$ cat src/rtl/tpu_pkg.sv
package tpu_pkg;

    localparam int LANES = 4;   // Array rows and columns, also elements per operand word

    typedef logic [7:0]  elem_t;
    typedef logic [7:0]  dim_t;
    typedef logic [15:0] index_t;
    typedef logic [31:0] acc_t;

    // Lane 0 sits in the top byte
    typedef logic [LANES*$bits(elem_t)-1:0] operand_word_t;

    // Column 0 sits in the top word
    typedef logic [LANES*$bits(acc_t)-1:0] result_word_t;

    typedef logic [$clog2(LANES)-1:0] lane_sel_t;

    // Steps to drain the skewed wavefront after the last operand
    localparam index_t CALC_TAIL = 16'd6;

    typedef enum logic [1:0] {
        SEQ_IDLE = 2'd0,
        SEQ_CALC = 2'd1,
        SEQ_DONE = 2'd2
    } seq_state_t;

endpackage

$ cat src/rtl/array_ctrl_if.sv
`timescale 1ns/1ps

interface array_ctrl_if;

    logic               clear;       // New job
    logic               step;        // Advance the wavefront one cycle
    logic               flush;       // Last store of a tile done
    logic               a_pad;
    logic               b_pad;
    tpu_pkg::lane_sel_t store_row;

    modport seq   (output clear, output step, output flush,
                   output a_pad, output b_pad, output store_row);

    modport skew  (input clear, input step, input a_pad, input b_pad);

    modport array (input clear, input step, input flush, input store_row);

endinterface

$ cat src/rtl/tile_sequencer.sv
`timescale 1ns/1ps

module tile_sequencer (
    input  logic            clk,
    input  logic            rst_n,
    input  logic            in_valid,
    input  tpu_pkg::index_t size_k,
    input  tpu_pkg::index_t size_m,
    input  tpu_pkg::index_t a_words,
    input  tpu_pkg::index_t b_words,
    input  tpu_pkg::index_t c_words,
    output logic            busy,
    output tpu_pkg::index_t a_index,
    output tpu_pkg::index_t b_index,
    output tpu_pkg::index_t c_index,
    output logic            c_wr_en,
    array_ctrl_if.seq       ctrl
);

    tpu_pkg::seq_state_t state;
    tpu_pkg::seq_state_t state_next;

    tpu_pkg::index_t a_cnt;
    tpu_pkg::index_t b_cnt;
    tpu_pkg::index_t c_cnt;
    tpu_pkg::index_t row_blk;    // Counts from 1 so the tile ends at row_blk*K
    tpu_pkg::index_t col_blk;
    tpu_pkg::index_t load_cnt;
    tpu_pkg::index_t calc_cnt;
    logic [$clog2(tpu_pkg::LANES):0] store_cnt;

    tpu_pkg::index_t a_end;
    tpu_pkg::index_t b_end;
    tpu_pkg::index_t c_end;

    logic start;
    logic in_calc;
    logic load_done;
    logic calc_done;
    logic tile_done;
    logic col_done;
    logic store_done;
    logic job_done;
    logic flush;
    logic rearm;

    assign start   = in_valid && (state == tpu_pkg::SEQ_IDLE);
    assign in_calc = (state == tpu_pkg::SEQ_CALC);

    assign a_end = row_blk * size_k;
    assign b_end = col_blk * size_k;
    assign c_end = col_blk * size_m;   // Last C word of this column block

    assign load_done  = (load_cnt >= size_k);
    assign calc_done  = (calc_cnt >= size_k + tpu_pkg::CALC_TAIL);
    assign tile_done  = calc_done && (a_cnt >= a_end) && (b_cnt >= b_end);
    assign col_done   = tile_done && (a_cnt >= a_words);
    assign store_done = (store_cnt >= tpu_pkg::LANES) || (c_cnt >= c_end);
    assign job_done   = (a_cnt >= a_words) && (b_cnt >= b_words) && (c_cnt >= c_words);
    assign flush      = in_calc && tile_done && store_done;
    assign rearm      = calc_done && !tile_done;    // Gap cycle before the next tile

    // ~~~~~~~~~~~~~~~~~~~~~~~~~~~~~~~~~~~~~~~~
    // Job state machine
    // ~~~~~~~~~~~~~~~~~~~~~~~~~~~~~~~~~~~~~~~~

    always_ff @(posedge clk or negedge rst_n) begin
        if (!rst_n) begin
            state <= tpu_pkg::SEQ_IDLE;
        end else begin
            state <= state_next;
        end
    end

    always_comb begin
        case (state)
            tpu_pkg::SEQ_IDLE: state_next = start ? tpu_pkg::SEQ_CALC : tpu_pkg::SEQ_IDLE;
            tpu_pkg::SEQ_CALC: state_next = job_done ? tpu_pkg::SEQ_DONE : tpu_pkg::SEQ_CALC;
            default:           state_next = tpu_pkg::SEQ_IDLE;
        endcase
    end

    // ~~~~~~~~~~~~~~~~~~~~~~~~~~~~~~~~~~~~~~~~
    // Operand addresses and tile position
    // ~~~~~~~~~~~~~~~~~~~~~~~~~~~~~~~~~~~~~~~~

    always_ff @(posedge clk or negedge rst_n) begin
        if (!rst_n) begin
            a_cnt <= '0;
            b_cnt <= '0;
        end else if (start) begin
            a_cnt <= '0;
            b_cnt <= '0;
        end else if (flush) begin
            if (col_done) begin
                a_cnt <= '0;                 // B already points at the next column
            end else begin
                b_cnt <= b_end - size_k;     // Same column, next row block
            end
        end else if (in_calc && !load_done) begin
            if (a_cnt < a_words) begin
                a_cnt <= a_cnt + 16'd1;
            end
            if (b_cnt < b_words) begin
                b_cnt <= b_cnt + 16'd1;
            end
        end
    end

    // Row blocks inner, column blocks outer
    always_ff @(posedge clk or negedge rst_n) begin
        if (!rst_n) begin
            row_blk <= 16'd1;
            col_blk <= 16'd1;
        end else if (start) begin
            row_blk <= 16'd1;
            col_blk <= 16'd1;
        end else if (flush) begin
            if (col_done) begin
                row_blk <= 16'd1;
                col_blk <= col_blk + 16'd1;
            end else begin
                row_blk <= row_blk + 16'd1;
            end
        end
    end

    // ~~~~~~~~~~~~~~~~~~~~~~~~~~~~~~~~~~~~~~~~
    // Load, compute and store phases
    // ~~~~~~~~~~~~~~~~~~~~~~~~~~~~~~~~~~~~~~~~

    always_ff @(posedge clk or negedge rst_n) begin
        if (!rst_n) begin
            load_cnt <= '0;
            calc_cnt <= '0;
        end else if (start || rearm) begin
            load_cnt <= '0;
            calc_cnt <= '0;
        end else if (in_calc) begin
            if (!load_done) begin
                load_cnt <= load_cnt + 16'd1;
            end
            // Starts one cycle behind the first load
            if (!calc_done && (load_cnt != '0 || load_done)) begin
                calc_cnt <= calc_cnt + 16'd1;
            end
        end
    end

    always_ff @(posedge clk or negedge rst_n) begin
        if (!rst_n) begin
            c_cnt     <= '0;
            store_cnt <= '0;
        end else if (start) begin
            c_cnt     <= '0;
            store_cnt <= '0;
        end else if (flush) begin
            store_cnt <= '0;
        end else if (c_wr_en) begin
            c_cnt     <= c_cnt + 16'd1;
            store_cnt <= store_cnt + 1'b1;
        end
    end

    assign c_wr_en = in_calc && tile_done && !store_done;
    assign busy    = in_calc;
    assign a_index = a_cnt;
    assign b_index = b_cnt;
    assign c_index = c_cnt;

    assign ctrl.clear     = start;
    assign ctrl.step      = in_calc && !calc_done;
    assign ctrl.flush     = flush;
    assign ctrl.a_pad     = (a_cnt >= a_end);   // Past this tile's K words
    assign ctrl.b_pad     = (b_cnt >= b_end);
    assign ctrl.store_row = tpu_pkg::lane_sel_t'(store_cnt);

endmodule

$ cat src/flat_wrapper.sv
// flat-port wrapper written by rule: the top's interface ports become plain ports
module tile_sequencer_flat 
  (clk, rst_n, in_valid, size_k, size_m, a_words, b_words, c_words, busy, a_index, b_index, c_index, c_wr_en, ctrl_clear, ctrl_step, ctrl_flush, ctrl_a_pad, ctrl_b_pad, ctrl_store_row);
  array_ctrl_if ctrl_i ();
  input  logic clk;
  input  logic rst_n;
  input  logic in_valid;
  input  tpu_pkg::index_t size_k;
  input  tpu_pkg::index_t size_m;
  input  tpu_pkg::index_t a_words;
  input  tpu_pkg::index_t b_words;
  input  tpu_pkg::index_t c_words;
  output logic busy;
  output tpu_pkg::index_t a_index;
  output tpu_pkg::index_t b_index;
  output tpu_pkg::index_t c_index;
  output logic c_wr_en;
  output wire logic [$bits(ctrl_i.clear)-1:0] ctrl_clear;
  output wire logic [$bits(ctrl_i.step)-1:0] ctrl_step;
  output wire logic [$bits(ctrl_i.flush)-1:0] ctrl_flush;
  output wire logic [$bits(ctrl_i.a_pad)-1:0] ctrl_a_pad;
  output wire logic [$bits(ctrl_i.b_pad)-1:0] ctrl_b_pad;
  output wire logic [$bits(ctrl_i.store_row)-1:0] ctrl_store_row;
  assign ctrl_clear = ctrl_i.clear;
  assign ctrl_step = ctrl_i.step;
  assign ctrl_flush = ctrl_i.flush;
  assign ctrl_a_pad = ctrl_i.a_pad;
  assign ctrl_b_pad = ctrl_i.b_pad;
  assign ctrl_store_row = ctrl_i.store_row;
  tile_sequencer u_core (.clk(clk), .rst_n(rst_n), .in_valid(in_valid), .size_k(size_k), .size_m(size_m), .a_words(a_words), .b_words(b_words), .c_words(c_words), .busy(busy), .a_index(a_index), .b_index(b_index), .c_index(c_index), .c_wr_en(c_wr_en), .ctrl(ctrl_i));
endmodule
$ cat config.mk
export PLATFORM = sky130hd
export DESIGN_NAME = tile_sequencer_flat
export DESIGN_NICKNAME = d
export VERILOG_FILES = /design/src/rtl/tpu_pkg.sv /design/src/rtl/array_ctrl_if.sv /design/src/rtl/tile_sequencer.sv /design/src/flat_wrapper.sv
export SDC_FILE = /design/constraint.sdc
export NUM_CORES = 1
export LEC_CHECK = 0
export ABC_AREA = 1
export BUFFER_PORTS_ARGS = -buffer_cell sky130_fd_sc_hd__clkbuf_2
export CAP_MARGIN = 20
export CORE_ASPECT_RATIO = 0.7
export CORE_MARGIN = 4
export CORE_UTILIZATION = 45
export CTS_BUF_LIST = sky130_fd_sc_hd__clkbuf_8
export CTS_CLUSTER_DIAMETER = 150
export DETAILED_ROUTE_END_ITERATION = 16
export MAX_ROUTING_LAYER = met4
export RECOVER_POWER = 50
export SLEW_MARGIN = 40
export SYNTH_ARGS = -nofsm -noshare
export SYNTH_HDL_FRONTEND = slang
export SYNTH_SLANG_ARGS = --single-unit
$ cat constraint.sdc
create_clock -name clk -period 17.43 [get_ports clk]
set_input_delay 5.229 -clock clk [delete_from_list [all_inputs] [get_ports clk]]
set_output_delay 5.229 -clock clk [all_outputs]
set_load 0.01 [all_outputs]
Word level (Yosys, flattened, before mapping)
Cells that the tools add are included.
{"block": "op_classes", "n_lt_le_gt_ge": 11, "mux": 31, "multipliers": 3, "reduce_logical": 37, "n_eq_ne": 5, "add_sub_neg": 10}
{"operator": "16-bit 2-to-1 mux", "n": 25}
{"operator": "16-bit >= comparator", "n": 8}
{"operator": "16-bit by 1-bit adder with 16-bit output (second input constant)", "n": 7}
{"operator": "16-bit by 16-bit multiplier with 16-bit output", "n": 3}
{"operator": "16-bit < comparator", "n": 2}
{"operator": "16-bit by 3-bit adder with 16-bit output (second input constant)", "n": 1}
{"operator": "16-bit nonzero test", "n": 1}
{"operator": "16-bit subtractor", "n": 1}
{"operator": "1-bit logical AND", "n": 13}
{"operator": "3-bit nonzero test", "n": 4}
{"operator": "2-bit nonzero test", "n": 5}
{"operator": "3-bit 2-to-1 mux", "n": 3}
{"operator": "2-bit AND reduction", "n": 4}
{"operator": "3-bit AND reduction", "n": 2}
{"operator": "1-bit logical NOT", "n": 4}
{"operator": "2-bit case mux with 2 select lines", "n": 1}
{"operator": "3-bit by 1-bit adder with 3-bit output (second input constant)", "n": 1}
{"operator": "3-bit >= comparator (second input constant)", "n": 1}
{"operator": "1-bit logical OR", "n": 3}
{"operator": "3-bit by 1-bit != test with 1-bit output (second input constant)", "n": 1}
{"operator": "3-bit by 2-bit != test with 1-bit output (second input constant)", "n": 1}
{"operator": "2-bit by 1-bit == test with 1-bit output (second input constant)", "n": 1}
{"operator": "2-bit logical NOT", "n": 1}
{"operator": "2-bit 2-to-1 mux", "n": 1}
{"operator": "other kinds (3)", "n": 3}
{"block": "word_totals", "output_inout_bits": 57, "elab_cells": 106, "regBits": 117, "inputBits": 83}

Longest topological paths before layout
Gate-level depths: netlist of run 1.
{"block": "depth", "ltp_word": 9, "ltp_mapped": 44, "depth_no_buf": 41}

Worst setup path after synthesis of run 1
No wires, ideal clock.
{"block": "synth_path", "path_type": "input-to-output", "from": "input port size_k[6]", "to": "output port c_wr_en", "stages": 32, "n_path_buf": 3, "setup_slack_ns": 0.694, "required_ns": 12.201, "arrival_ns": 11.507, "path_cell_list": "buf_1 clkbuf_1 nand2_1 fa_1 inv_1 fa_1 inv_1 fa_1 fa_1 fa_1 fa_1 inv_1 ha_1 inv_1 nor4_1 nand3_1 nand3_1 inv_1 nand3_1 nand2_1 ha_1 nand2_1 inv_1 nand3_2 nor3_2 nand3_1 nand3_2 nand3_2 inv_2 nand2_1 nor2_2 buf_4"}
{"block": "synth_between", "elab_cells_between_ends": 10, "classes_between": "1 x add/sub; 2 x mul; 3 x order compare; 4 x reduce/logical"}
{"element": "from (decl)", "line": "flat_wrapper.sv:8", "rtl": "input tpu_pkg::index_t size_k;"}
{"element": "16-bit by 16-bit multiplier with 16-bit output", "line": "tile_sequencer.sv:51", "rtl": "assign b_end = col_blk * size_k;"}
{"element": "16-bit >= comparator"}
{"element": "via ctrl_b_pad", "line": "flat_wrapper.sv:22", "rtl": "output wire logic [$bits(ctrl_i.b_pad)-1:0] ctrl_b_pad;"}
{"element": "1-bit logical AND", "line": "tile_sequencer.sv:56", "rtl": "assign tile_done = calc_done && (a_cnt >= a_end) && (b_cnt >= b_end);"}
{"element": "1-bit logical AND (2 in a row)", "line": "tile_sequencer.sv:165", "rtl": "assign c_wr_en = in_calc && tile_done && !store_done;"}
{"element": "to (decl)", "line": "flat_wrapper.sv:17", "rtl": "output logic c_wr_en;"}
The timed path passes the listed nets, and every way through them passes these cells.

Worst setup path after layout of run 1
{"block": "layout_path", "from": "input port size_k[3]", "to": "output port c_wr_en"}
{"block": "layout_between", "elab_chain_cells": 6, "elab_cells_between_ends": 10, "classes_between": "1 x add/sub; 2 x mul; 3 x order compare; 4 x reduce/logical"}
{"element": "16-bit by 16-bit multiplier with 16-bit output / 16-bit by 3-bit adder with 16-bit output (equally long branches)", "line": "tile_sequencer.sv:50, tile_sequencer.sv:55"}
{"element": "16-bit >= comparator (on tied branches)", "line": "tile_sequencer.sv:56, tile_sequencer.sv:55"}
{"element": "1-bit logical AND", "line": "tile_sequencer.sv:56"}
{"element": "1-bit logical AND (*)", "line": "tile_sequencer.sv:56"}
{"element": "1-bit logical AND (*) (2 in a row)", "line": "tile_sequencer.sv:165"}
Every way passes the cells marked *; elsewhere a longest branch is shown, timed or not.

==> tab_implementation.tex, run 1 <==
\begin{tabular}{lr}
\hline
Metric & Value \\
\hline
\multicolumn{2}{l}{\textbf{Power and ir drop}} \\
Cell area power density & around 110 nW/um2 \\
Leakage power & $\sim$14 nW \\
Sum of internal, switching and leakage power & 2.85 mW \\
Worst-case vdd ir drop & 0.0000764 V \\
\multicolumn{2}{l}{\textbf{Worst setup path}} \\
Depth of the most critical reg-to-reg path & 39 \\
Worst setup path class & input pin to output pin \\
Cell with the biggest individual delay on the critical path & sky130\_fd\_sc\_hd\_\_fa\_1 \\
Reg-to-reg critical path endpoint & u\_core.a\_index[13]\$\_DFFE\_PN0P\_ \\
R2r startpoint & u\_core.col\_blk[1]\$\_DFFE\_PN0P\_ \\
CP arrival & approximately 12 ns \\
Endpoint of the most critical setup path & c\_wr\_en \\
Req. time, crit path & between 10 and 15 ns \\
Setup slack of the most critical reg-to-reg path & around 8.6 ns \\
CP peak stage delay & 0.59 ns \\
Critical Path Sink Type & output pin \\
Startpoint Class & input pin \\
Worst-path fanout max & 15 \\
Critical path launch point & size\_k[3] \\
\multicolumn{2}{l}{\textbf{Timing}} \\
Final-layout worst hold slack & around 0.56 ns \\
Setup repair after global routing missed its margin & false \\
Peak clock frequency supported by timing & about 59 MHz \\
Finish-stage setup viols & 0 \\
Minimum period implied by the final worst setup slack & $\sim$17 ns \\
Slew margin rel. & -1.24 \\
Final Cycle Share & 0.978 \\
Worst clock skew & roughly 0.012 ns \\
Final hold violation count & 0 \\
Transition at the pin with the smallest max-transition slack & about 3.4 ns \\
Post-route setup TNS & 0 ns \\
Max Slew Vio Count & 120 \\
\multicolumn{2}{l}{\textbf{Hold path}} \\
Class of the tightest hold or removal check & flop to flop \\
\multicolumn{2}{l}{\textbf{Final layout}} \\
Layout cells sized above 1 & 0.0765 \\
Finished Core Util & 0.491 \\
Area grow syn2layout & 7.43\% \\
\# nets final & between 3k and 4k \\
\multicolumn{2}{l}{\textbf{Detailed routing}} \\
Via count & about 20k \\
Sum of routed wire segments on met1 & between 30 and 40 mm \\
Detailed-routing iteration count for the pre-antenna-repair pass & 6 \\
Top Metal Used & met4 \\
Remaining DRCs & 0 \\
Routed length on met3 & around 4 mm \\
WL/cell & 16.3 um \\
Drt first-iter violations & between 1k and 1.5k \\
Average vias per placed instance & 5.05 \\
Met2 WL & between 20 and 30 mm \\
Total Routed Length & about 65 mm \\
Antenna-violating nets left & 0 \\
\multicolumn{2}{l}{\textbf{Synth}} \\
FF+latch count, synth & approximately 120 \\
Most used DFF post-synth & sky130\_fd\_sc\_hd\_\_dfrtp\_1 \\
Post-synthesis instance area & around 23000 um2 \\
Synthesized Nets & 3826 \\
Average instance area after synthesis & 7.27 um2 \\
YS warnings & 0 \\
Number of instances in the synthesized netlist & between 3k and 4k \\
Share of synthesized area occupied by flip-flops and latches & 0.126 \\
Async set-or-reset flop fraction in the synthesized netlist & 1.00 \\
Number of distinct library cells after synthesis & 54 \\
Number of flops mapped to enable cells by yosys & 0 \\
\multicolumn{2}{l}{\textbf{Clock network}} \\
TritonCTS clock tree & built \\
Cts-stage hold buffer count & 0 \\
\# H-tree levels & 4 \\
Number of sinks on the clock net & about 120 \\
Clock buffer depth & 2 \\
Worst-Skew Late Latency & about 0.51 ns \\
Clock edge transition at the registers on the reported setup and hold paths & 0.07 ns \\
Root buffer cell & sky130\_fd\_sc\_hd\_\_clkbuf\_8 \\
Number of buffers added by the clock tree synthesis step & 17 \\
\multicolumn{2}{l}{\textbf{GRT}} \\
Via count of the first global-routing pass & $\sim$20k \\
Maximum number of pins on one net before global-route repair & between 60 and 70 \\
Number of antenna violations at the first check in global routing & 2 \\
Remaining Overflow, GRT & 0 \\
Total Routing Usage GR & 0.248 \\
First-pass GRT wire length & about 110 mm \\
\multicolumn{2}{l}{\textbf{Placement}} \\
Dpl hpwl & between 50 and 60 mm \\
Quantity of I/O buffers inserted on ports & 139 \\
Global placer's final weighted congestion & about 0.9 \\
\multicolumn{2}{l}{\textbf{Floorplanning}} \\
Area of the core & about 51000 um2 \\
Total Die Area & $\sim$55000 um2 \\
Initial cell density of the core & 0.457 \\
Die Span X & around 280 um \\
DIE HEIGHT & 198 um \\
Boundary Pins & 140 \\
Std cell rows & 69 \\
\multicolumn{2}{l}{\textbf{Outcome}} \\
Result of the run & finished, violations left \\
Violated checks & max-capacitance violations, max-slew violations \\
\multicolumn{2}{l}{\textbf{Job}} \\
Max Cap Violations & 2 \\
\hline
\end{tabular}
==> what timing repair did <==
item	in CTS	in global routing
gates resized for setup	0	39
setup buffers	0	2
endpoints found under the setup margin	0	2
==> final cells by class <==
| type | instances | area (um2) |
|---|---|---|
| Inverter | 822 | 3100 |
| Clock buffer | 19 | 262 |
| Clock inverter | 13 | 124 |
| Timing Repair Buffer | 175 | 978 |
| Antenna cell | 2 | 5.00 |
| Fill cell | 5064 | 25900 |
| Tap cell | 674 | 843 |
| Multi-Input combinational cell | 2147 | 16800 |
| Sequential cell | 117 | 2930 |
==> metrics by stage <==
stage / instance area [um2] / worst slack [ns] / std cells
after floorplan: 23300 / 0.694 / 3202
after global placement: 24500 / 0.305 / 3933
after detailed placement: 24600 / 0.178 / 3933
after CTS: 24900 / 0.157 / 3965
after global routing: 25000 / 0.00375 / 3969
final: 25000 / 0.390 / 3969
==> worst max-delay path, delay by kind of cell <==
kind,cells,cell delay [ns]
adder cells (fa/ha/maj),8,3.71
AND/OR/NAND/NOR,14,1.73
buffers and inverters,10,1.11
==> synth_stat cells (all sizes together) (8+ instances only) <==
| cell | instances | area [um2] |
|---|---|---|
| inv | 821 | 3080 |
| nor2 | 104 | 403 |
| a21oi | 130 | 651 |
| o21ai | 91 | 515 |
| dfrtp | 115 | 2880 |
| nand2 | 775 | 2980 |
| fa | 241 | 4820 |
| or2 | 10 | 62.6 |
| clkbuf | 50 | 189 |
| nand4 | 40 | 250 |
| buf | 66 | 343 |
| xnor2 | 55 | 482 |
| xor2 | 131 | 1150 |
| ha | 300 | 3750 |
| nor3 | 56 | 330 |
| nor4 | 12 | 87.6 |
| o22ai | 27 | 169 |
| nand3b | 8 | 60.1 |
| o31ai | 13 | 103 |
| nand3 | 121 | 643 |
==> kinds of logic (layout without fill, tap and decap cells) <==
group / Yosys count / after routing / share of synthesized area
and+or+nand+nor: 1131 / 1131 / 0.208
buffers and inverters: 938 / 1029 / 0.156
adders and majority gates: 541 / 541 / 0.369
AOI/OAI and AO/OA: 289 / 289 / 0.0709
xor gates and xnor gates: 186 / 186 / 0.0700
DFF: 117 / 117 / 0.126
other: 0 / 2 / 0
==> report_power, final <==
part / switching (mW) / internal, mW / total (mW)
logic: 1.31 / 0.818 / 2.13
registers: 0.137 / 0.330 / 0.466
clock network: 0.135 / 0.122 / 0.257
==> worst min path at each step <==
stage | start | endpoint | slack, ns | cells past startpoint
final | u_core.row_blk[15]$_DFFE_PN0P_ | u_core.row_blk[15]$_DFFE_PN0P_ | 0.56 | 2
after global routing | u_core.row_blk[15]$_DFFE_PN0P_ | u_core.row_blk[15]$_DFFE_PN0P_ | 0.60 | 2
after CTS | u_core.row_blk[15]$_DFFE_PN0P_ | u_core.row_blk[15]$_DFFE_PN0P_ | 0.56 | 2
after detailed placement | u_core.row_blk[15]$_DFFE_PN0P_ | u_core.row_blk[15]$_DFFE_PN0P_ | 0.54 | 2
after global placement | u_core.row_blk[15]$_DFFE_PN0P_ | u_core.row_blk[15]$_DFFE_PN0P_ | 0.52 | 2
after floorplan | u_core.calc_cnt[1]$_DFFE_PN0P_ | u_core.calc_cnt[1]$_DFFE_PN0P_ | 0.49 | 2
==> registers in the layout (all words and copies together) (netlist names) <==
signal / count
u_core.a_index: 16
u_core.col_blk: 16
u_core.calc_cnt: 16
u_core.load_cnt: 16
u_core.c_index: 16
u_core.store_cnt: 3
u_core.row_blk: 16
u_core.state: 2
u_core.b_index: 16
==> layer usage <==
| metal | track usage | vias to the layer above |
|---|---|---|
| met5 | - | - |
| met4 | 0.0463 | 0 |
| met3 | 0.0384 | 60 |
| met2 | 0.365 | 542 |
| met1 | 0.365 | 9602 |
| li1 | - | 9848 |
==> placed cells by master, fill, tap and decap left out, types with 6 or more instances in the layout <==
cell,Yosys,layout
sky130_fd_sc_hd__clkbuf_8,0,19
sky130_fd_sc_hd__nand3_1,115,114
sky130_fd_sc_hd__o211ai_1,6,6
sky130_fd_sc_hd__nor2_1,101,100
sky130_fd_sc_hd__clkbuf_2,1,96
sky130_fd_sc_hd__buf_4,7,33
sky130_fd_sc_hd__o21a_1,6,6
sky130_fd_sc_hd__xor2_1,131,130
sky130_fd_sc_hd__nand3b_1,8,8
sky130_fd_sc_hd__inv_1,816,816
sky130_fd_sc_hd__clkbuf_4,0,7
sky130_fd_sc_hd__a21oi_1,130,130
sky130_fd_sc_hd__nor3_1,46,44
sky130_fd_sc_hd__nor4_1,10,9
sky130_fd_sc_hd__o31ai_1,12,12
sky130_fd_sc_hd__dfrtp_1,115,113
sky130_fd_sc_hd__nand3_2,5,6
sky130_fd_sc_hd__or2_1,6,6
sky130_fd_sc_hd__fa_1,241,241
sky130_fd_sc_hd__o21ai_1,11,13
sky130_fd_sc_hd__nand2_2,10,11
sky130_fd_sc_hd__o21ai_2,16,16
sky130_fd_sc_hd__xnor2_1,55,55
sky130_fd_sc_hd__nand4_1,40,40
sky130_fd_sc_hd__o22ai_1,27,27
sky130_fd_sc_hd__nor3_2,10,12
sky130_fd_sc_hd__ha_1,300,299
sky130_fd_sc_hd__clkbuf_1,49,30
sky130_fd_sc_hd__o21ai_0,64,62
sky130_fd_sc_hd__nand2_1,760,759
No activity file was read; power rests on OpenSTA's default activity.
==> run 2, diff against run 1 <==
- ABC_AREA: 1 -> default
- BUFFER_PORTS_ARGS: -buffer_cell sky130_fd_sc_hd__clkbuf_2 -> default
- DONT_BUFFER_PORTS: default -> 1
- clock period: 17.43 -> 18.07 ns (I/O delays scaled with it)
==> tab_implementation.tex, run 2 <==
\begin{tabular}{lr}
\hline
Metric & Value \\
\hline
\multicolumn{2}{l}{\textbf{Clock network}} \\
TritonCTS clock tree & built \\
\# H-tree levels & 4 (unchanged) \\
Clock buffer depth & 2 (unchanged) \\
Root buffer cell & sky130\_fd\_sc\_hd\_\_clkbuf\_8 \\
Cts-stage hold buffer count & 0 (unchanged) \\
Clock edge transition at the registers on the reported setup and hold paths & 0.10 ns (+0.03 ns) \\
Worst-Skew Late Latency & 0.51 ns (about the same) \\
Number of sinks on the clock net & 117 (unchanged) \\
Post\_cts resized & 0 (unchanged) \\
Setup Fix Bufs, Post-CTS & 0 (unchanged) \\
Number of buffers added by the clock tree synthesis step & 17 (unchanged) \\
\multicolumn{2}{l}{\textbf{Hold path}} \\
Class of the tightest hold or removal check & flop to flop \\
Hold Path Depth & 1 (-1) \\
Worst min-delay path startpoint & u\_core.calc\_cnt[13]\$\_DFFE\_PN0P\_ \\
Hold Path Sink & u\_core.calc\_cnt[13]\$\_DFFE\_PN0P\_ \\
\multicolumn{2}{l}{\textbf{Worst setup path}} \\
Setup slack of the most critical reg-to-reg path & 9.34 ns (+0.75 ns) \\
CP arrival & 12.06 ns (+0.25 ns) \\
Critical Path Sink Type & output pin \\
Critical path launch point & size\_k[6] \\
Depth of the most critical reg-to-reg path & 29 (-26\%) \\
R2r startpoint & u\_core.col\_blk[0]\$\_DFFE\_PN1P\_ \\
Req. time, crit path & 12.65 ns (+0.45 ns) \\
Worst-path fanout max & 21 (+6) \\
Worst setup path class & input pin to output pin \\
Startpoint Class & input pin \\
Reg-to-reg critical path endpoint & u\_core.col\_blk[10]\$\_DFFE\_PN0P\_ \\
\multicolumn{2}{l}{\textbf{Synth}} \\
Xor-xnor portion of the synthesized cell area & 0.0758 (+0.00578) \\
Most used DFF post-synth & sky130\_fd\_sc\_hd\_\_dfrtp\_1 \\
Main combinational cell family by area after synthesis & adder cells \\
Synthesized Nets & 3284 (-14\%) \\
YS warnings & 0 (unchanged) \\
Post-synth top area cell & sky130\_fd\_sc\_hd\_\_fa\_1 \\
Number of distinct library cells after synthesis & 79 (+46\%) \\
Post-Synth Simple-Gate Area & 0.189 (-0.0192) \\
Main area contributors after synthesis & sky130\_fd\_sc\_hd\_\_fa\_1 22\%, sky130\_fd\_sc\_hd\_\_ha\_1 17\%, sky130\_fd\_sc\_hd\_\_dfrtp\_1 13\% \\
FF+latch count, synth & 117 (unchanged) \\
Fraction of the mapped netlist area in adder cells & 0.387 (+0.0188) \\
Share of synthesized area spent on multiplexers & 0.00232 (+0.00232) \\
Compound-cell area share of the yosys netlist & 0.109 (+0.0380) \\
Number of flops mapped to enable cells by yosys & 0 (unchanged) \\
List of most frequent post-synthesis cells & 484 x sky130\_fd\_sc\_hd\_\_inv\_1, 310 x sky130\_fd\_sc\_hd\_\_nand2\_1, 300 x sky130\_fd\_sc\_hd\_\_ha\_1 \\
Leading cell type by number of instances after synthesis & sky130\_fd\_sc\_hd\_\_inv\_1 \\
Async set-or-reset flop fraction in the synthesized netlist & 1.00 (unchanged) \\
Top cell type's share of synthesized area & 0.218 (+0.0106) \\
Share of synthesized area occupied by flip-flops and latches & 0.132 (+0.00643) \\
Post-synthesis instance area & 22100 um2 (-4.9\%) \\
Number of instances in the synthesized netlist & 2660 (-17\%) \\
Average instance area after synthesis & 8.32 um2 (+15\%) \\
\multicolumn{2}{l}{\textbf{Timing}} \\
Max Slew Vio Count & 0 (-100\%) \\
Slack of the critical path & 0.587 ns (+0.198 ns) \\
Finish-stage setup viols & 0 (unchanged) \\
Minimum period implied by the final worst setup slack & $\sim$17 ns \\
Post-route setup TNS & 0 ns (unchanged) \\
Slew margin rel. & 0.348 (+1.59) \\
Final Cycle Share & 0.967 \\
Transition at the pin with the smallest max-transition slack & 0.967 ns (-2.40 ns) \\
Final hold violation count & 0 (unchanged) \\
Worst clock skew & 0.0243 ns (+0.0128 ns) \\
Setup repair after global routing missed its margin & false \\
Peak clock frequency supported by timing & approximately 57 MHz \\
\multicolumn{2}{l}{\textbf{Placement}} \\
Dpl hpwl & 47.3 mm (-9.7\%) \\
Quantity of I/O buffers inserted on ports & 0 (-100\%) \\
Cell area after placement & 22700 um2 (-7.7\%) \\
Minimum setup slack after placement & 0.623 ns (+0.444 ns) \\
Global placer's final weighted congestion & 0.919 (+0.77\%) \\
\multicolumn{2}{l}{\textbf{Floorplanning}} \\
Std cell rows & 67 (-2.9\%) \\
Area of the core & 48300 um2 (-5.2\%) \\
DIE HEIGHT & 194 um (-2.4\%) \\
Initial cell density of the core & 0.459 (+0.00167) \\
Boundary Pins & 140 (unchanged) \\
Die Span X & 273 um (-2.4\%) \\
Total Die Area & 52900 um2 (-4.7\%) \\
\multicolumn{2}{l}{\textbf{Power and ir drop}} \\
Worst-case vdd ir drop & 0.0000505 V (-34\%) \\
Leakage power & 11.3 nW (-20\%) \\
Sum of internal, switching and leakage power & 1.04 mW (-64\%) \\
Cell area power density & 44.9 nW/um2 (-61\%) \\
\multicolumn{2}{l}{\textbf{Detailed routing}} \\
WL/cell & 19.0 um (+17\%) \\
Average vias per placed instance & 5.51 (+9.1\%) \\
Drt first-iter violations & 1277 (+2.3\%) \\
Antenna-violating nets left & 0 (unchanged) \\
Total Routed Length & 61.8 mm (-4.6\%) \\
Remaining DRCs & 0 (unchanged) \\
Via count & 17.9k (-11\%) \\
Detailed-routing iteration count for the pre-antenna-repair pass & 5 (-1) \\
\multicolumn{2}{l}{\textbf{Job}} \\
Max Cap Violations & 0 (-2) \\
\multicolumn{2}{l}{\textbf{Final layout}} \\
Layout cells sized above 1 & 0.0324 (-0.0441) \\
ANT cells & 0 (-2) \\
Most used cells in the layout excluding fill and tap cells & 484 x sky130\_fd\_sc\_hd\_\_inv\_1, 310 x sky130\_fd\_sc\_hd\_\_nand2\_1, 300 x sky130\_fd\_sc\_hd\_\_ha\_1 \\
Final cell area excluding filler cells & 23000 um2 (-7.8\%) \\
Leading cell type in the layout, fill and taps excluded & sky130\_fd\_sc\_hd\_\_inv\_1 \\
\# nets final & 3204 (-18\%) \\
Area grow syn2layout & 4.05\% \\
\multicolumn{2}{l}{\textbf{GRT}} \\
First-pass GRT wire length & 102 mm (-4.4\%) \\
Number of antenna violations at the first check in global routing & 0 (-2) \\
Via count of the first global-routing pass & 18.3k (-8.9\%) \\
Remaining Overflow, GRT & 0 (unchanged) \\
Total Routing Usage GR & 0.248 (about the same) \\
Maximum number of pins on one net before global-route repair & 118 (+93\%) \\
\multicolumn{2}{l}{\textbf{Outcome}} \\
Result of the run & completed \\
\hline
\end{tabular}
## run 2: cell types whose count changed after synthesis, sizes merged, moves of 27 or more
cell	change
xnor2	+78
inv	-336
a21oi	-31
buf	-44
and3	+28
clkbuf	+46
or3	+27
nand3	-88
a21o	+43
xor2	-75
and2	+181
nand2	-464
## run 2: area by class of cell
| type | count | area, um2 |
|---|---|---|
| tap | 655 | 820 |
| fill | 4706 | 25200 |
| clock inverter | 14 | 121 |
| multi-input combinational | 1940 | 16900 |
| timing repair buffer | 19 | 146 |
| clock buffer | 18 | 248 |
| sequential | 117 | 2930 |
| inverter | 485 | 1820 |
## run 2: stage by stage
stage                     hold slack [ns]   util  std cells
final                               0.548  0.477       3248
after global routing                0.564  0.477       3248
after CTS                           0.546  0.477       3247
after detailed placement            0.536  0.469       3215
after global placement              0.524  0.469       3215
after floorplan                     0.473      -       2660
## run 2: power by group
part	switching (mW)	internal, mW
Combinational	0.256	0.183
Clock	0.140	0.102
Sequential	0.0638	0.290
## run 2: worst max-delay path: stages
cell	delay [ns]
sky130_fd_sc_hd__inv_1	0.19
sky130_fd_sc_hd__nor2_1	0.11
sky130_fd_sc_hd__fa_1	0.55
sky130_fd_sc_hd__inv_1	0.05
sky130_fd_sc_hd__fa_1	0.53
sky130_fd_sc_hd__inv_1	0.04
sky130_fd_sc_hd__ha_1	0.29
sky130_fd_sc_hd__ha_1	0.28
sky130_fd_sc_hd__inv_1	0.05
sky130_fd_sc_hd__fa_1	0.50
sky130_fd_sc_hd__fa_1	0.54
sky130_fd_sc_hd__inv_1	0.04
sky130_fd_sc_hd__ha_1	0.34
sky130_fd_sc_hd__nor2b_1	0.15
sky130_fd_sc_hd__o21a_1	0.18
sky130_fd_sc_hd__o31a_1	0.25
sky130_fd_sc_hd__o41ai_1	0.51
sky130_fd_sc_hd__xor2_1	0.17
sky130_fd_sc_hd__ha_1	0.35
sky130_fd_sc_hd__and3_1	0.21
sky130_fd_sc_hd__o2111ai_1	0.14
sky130_fd_sc_hd__o211a_1	0.29
sky130_fd_sc_hd__inv_1	0.23
sky130_fd_sc_hd__nand4_4	0.25
sky130_fd_sc_hd__nor2_1	0.38
## run 2: how the worst max path moves through the flow
| stage | slack, ns | to | depth (start not counted) |
|---|---|---|---|
| after global placement | 0.77 | ctrl_flush | 25 |
| after detailed placement | 0.62 | c_wr_en | 25 |
| after floorplan | 0.77 | ctrl_flush | 26 |
| final | 0.59 | c_wr_en | 25 |
| after global routing | 0.28 | c_wr_en | 25 |
| after CTS | 0.60 | c_wr_en | 25 |
## run 2: logic make-up after synthesis
logic type / Yosys count
compound gates: 368
xor+xnor: 190
fa+ha+maj: 541
buf+inv: 603
flops: 117
mux: 5
simple gates: 836
## run 2: metal layers
metal | global-route usage | share of wire | up-vias
met1 | 0.372 | 0.49 | 8915
met4 | 0.0460 | 0.013 | 0
met5 | - | 0 | -
met3 | 0.0480 | 0.077 | 53
li1 | - | - | 8359
met2 | 0.349 | 0.42 | 581
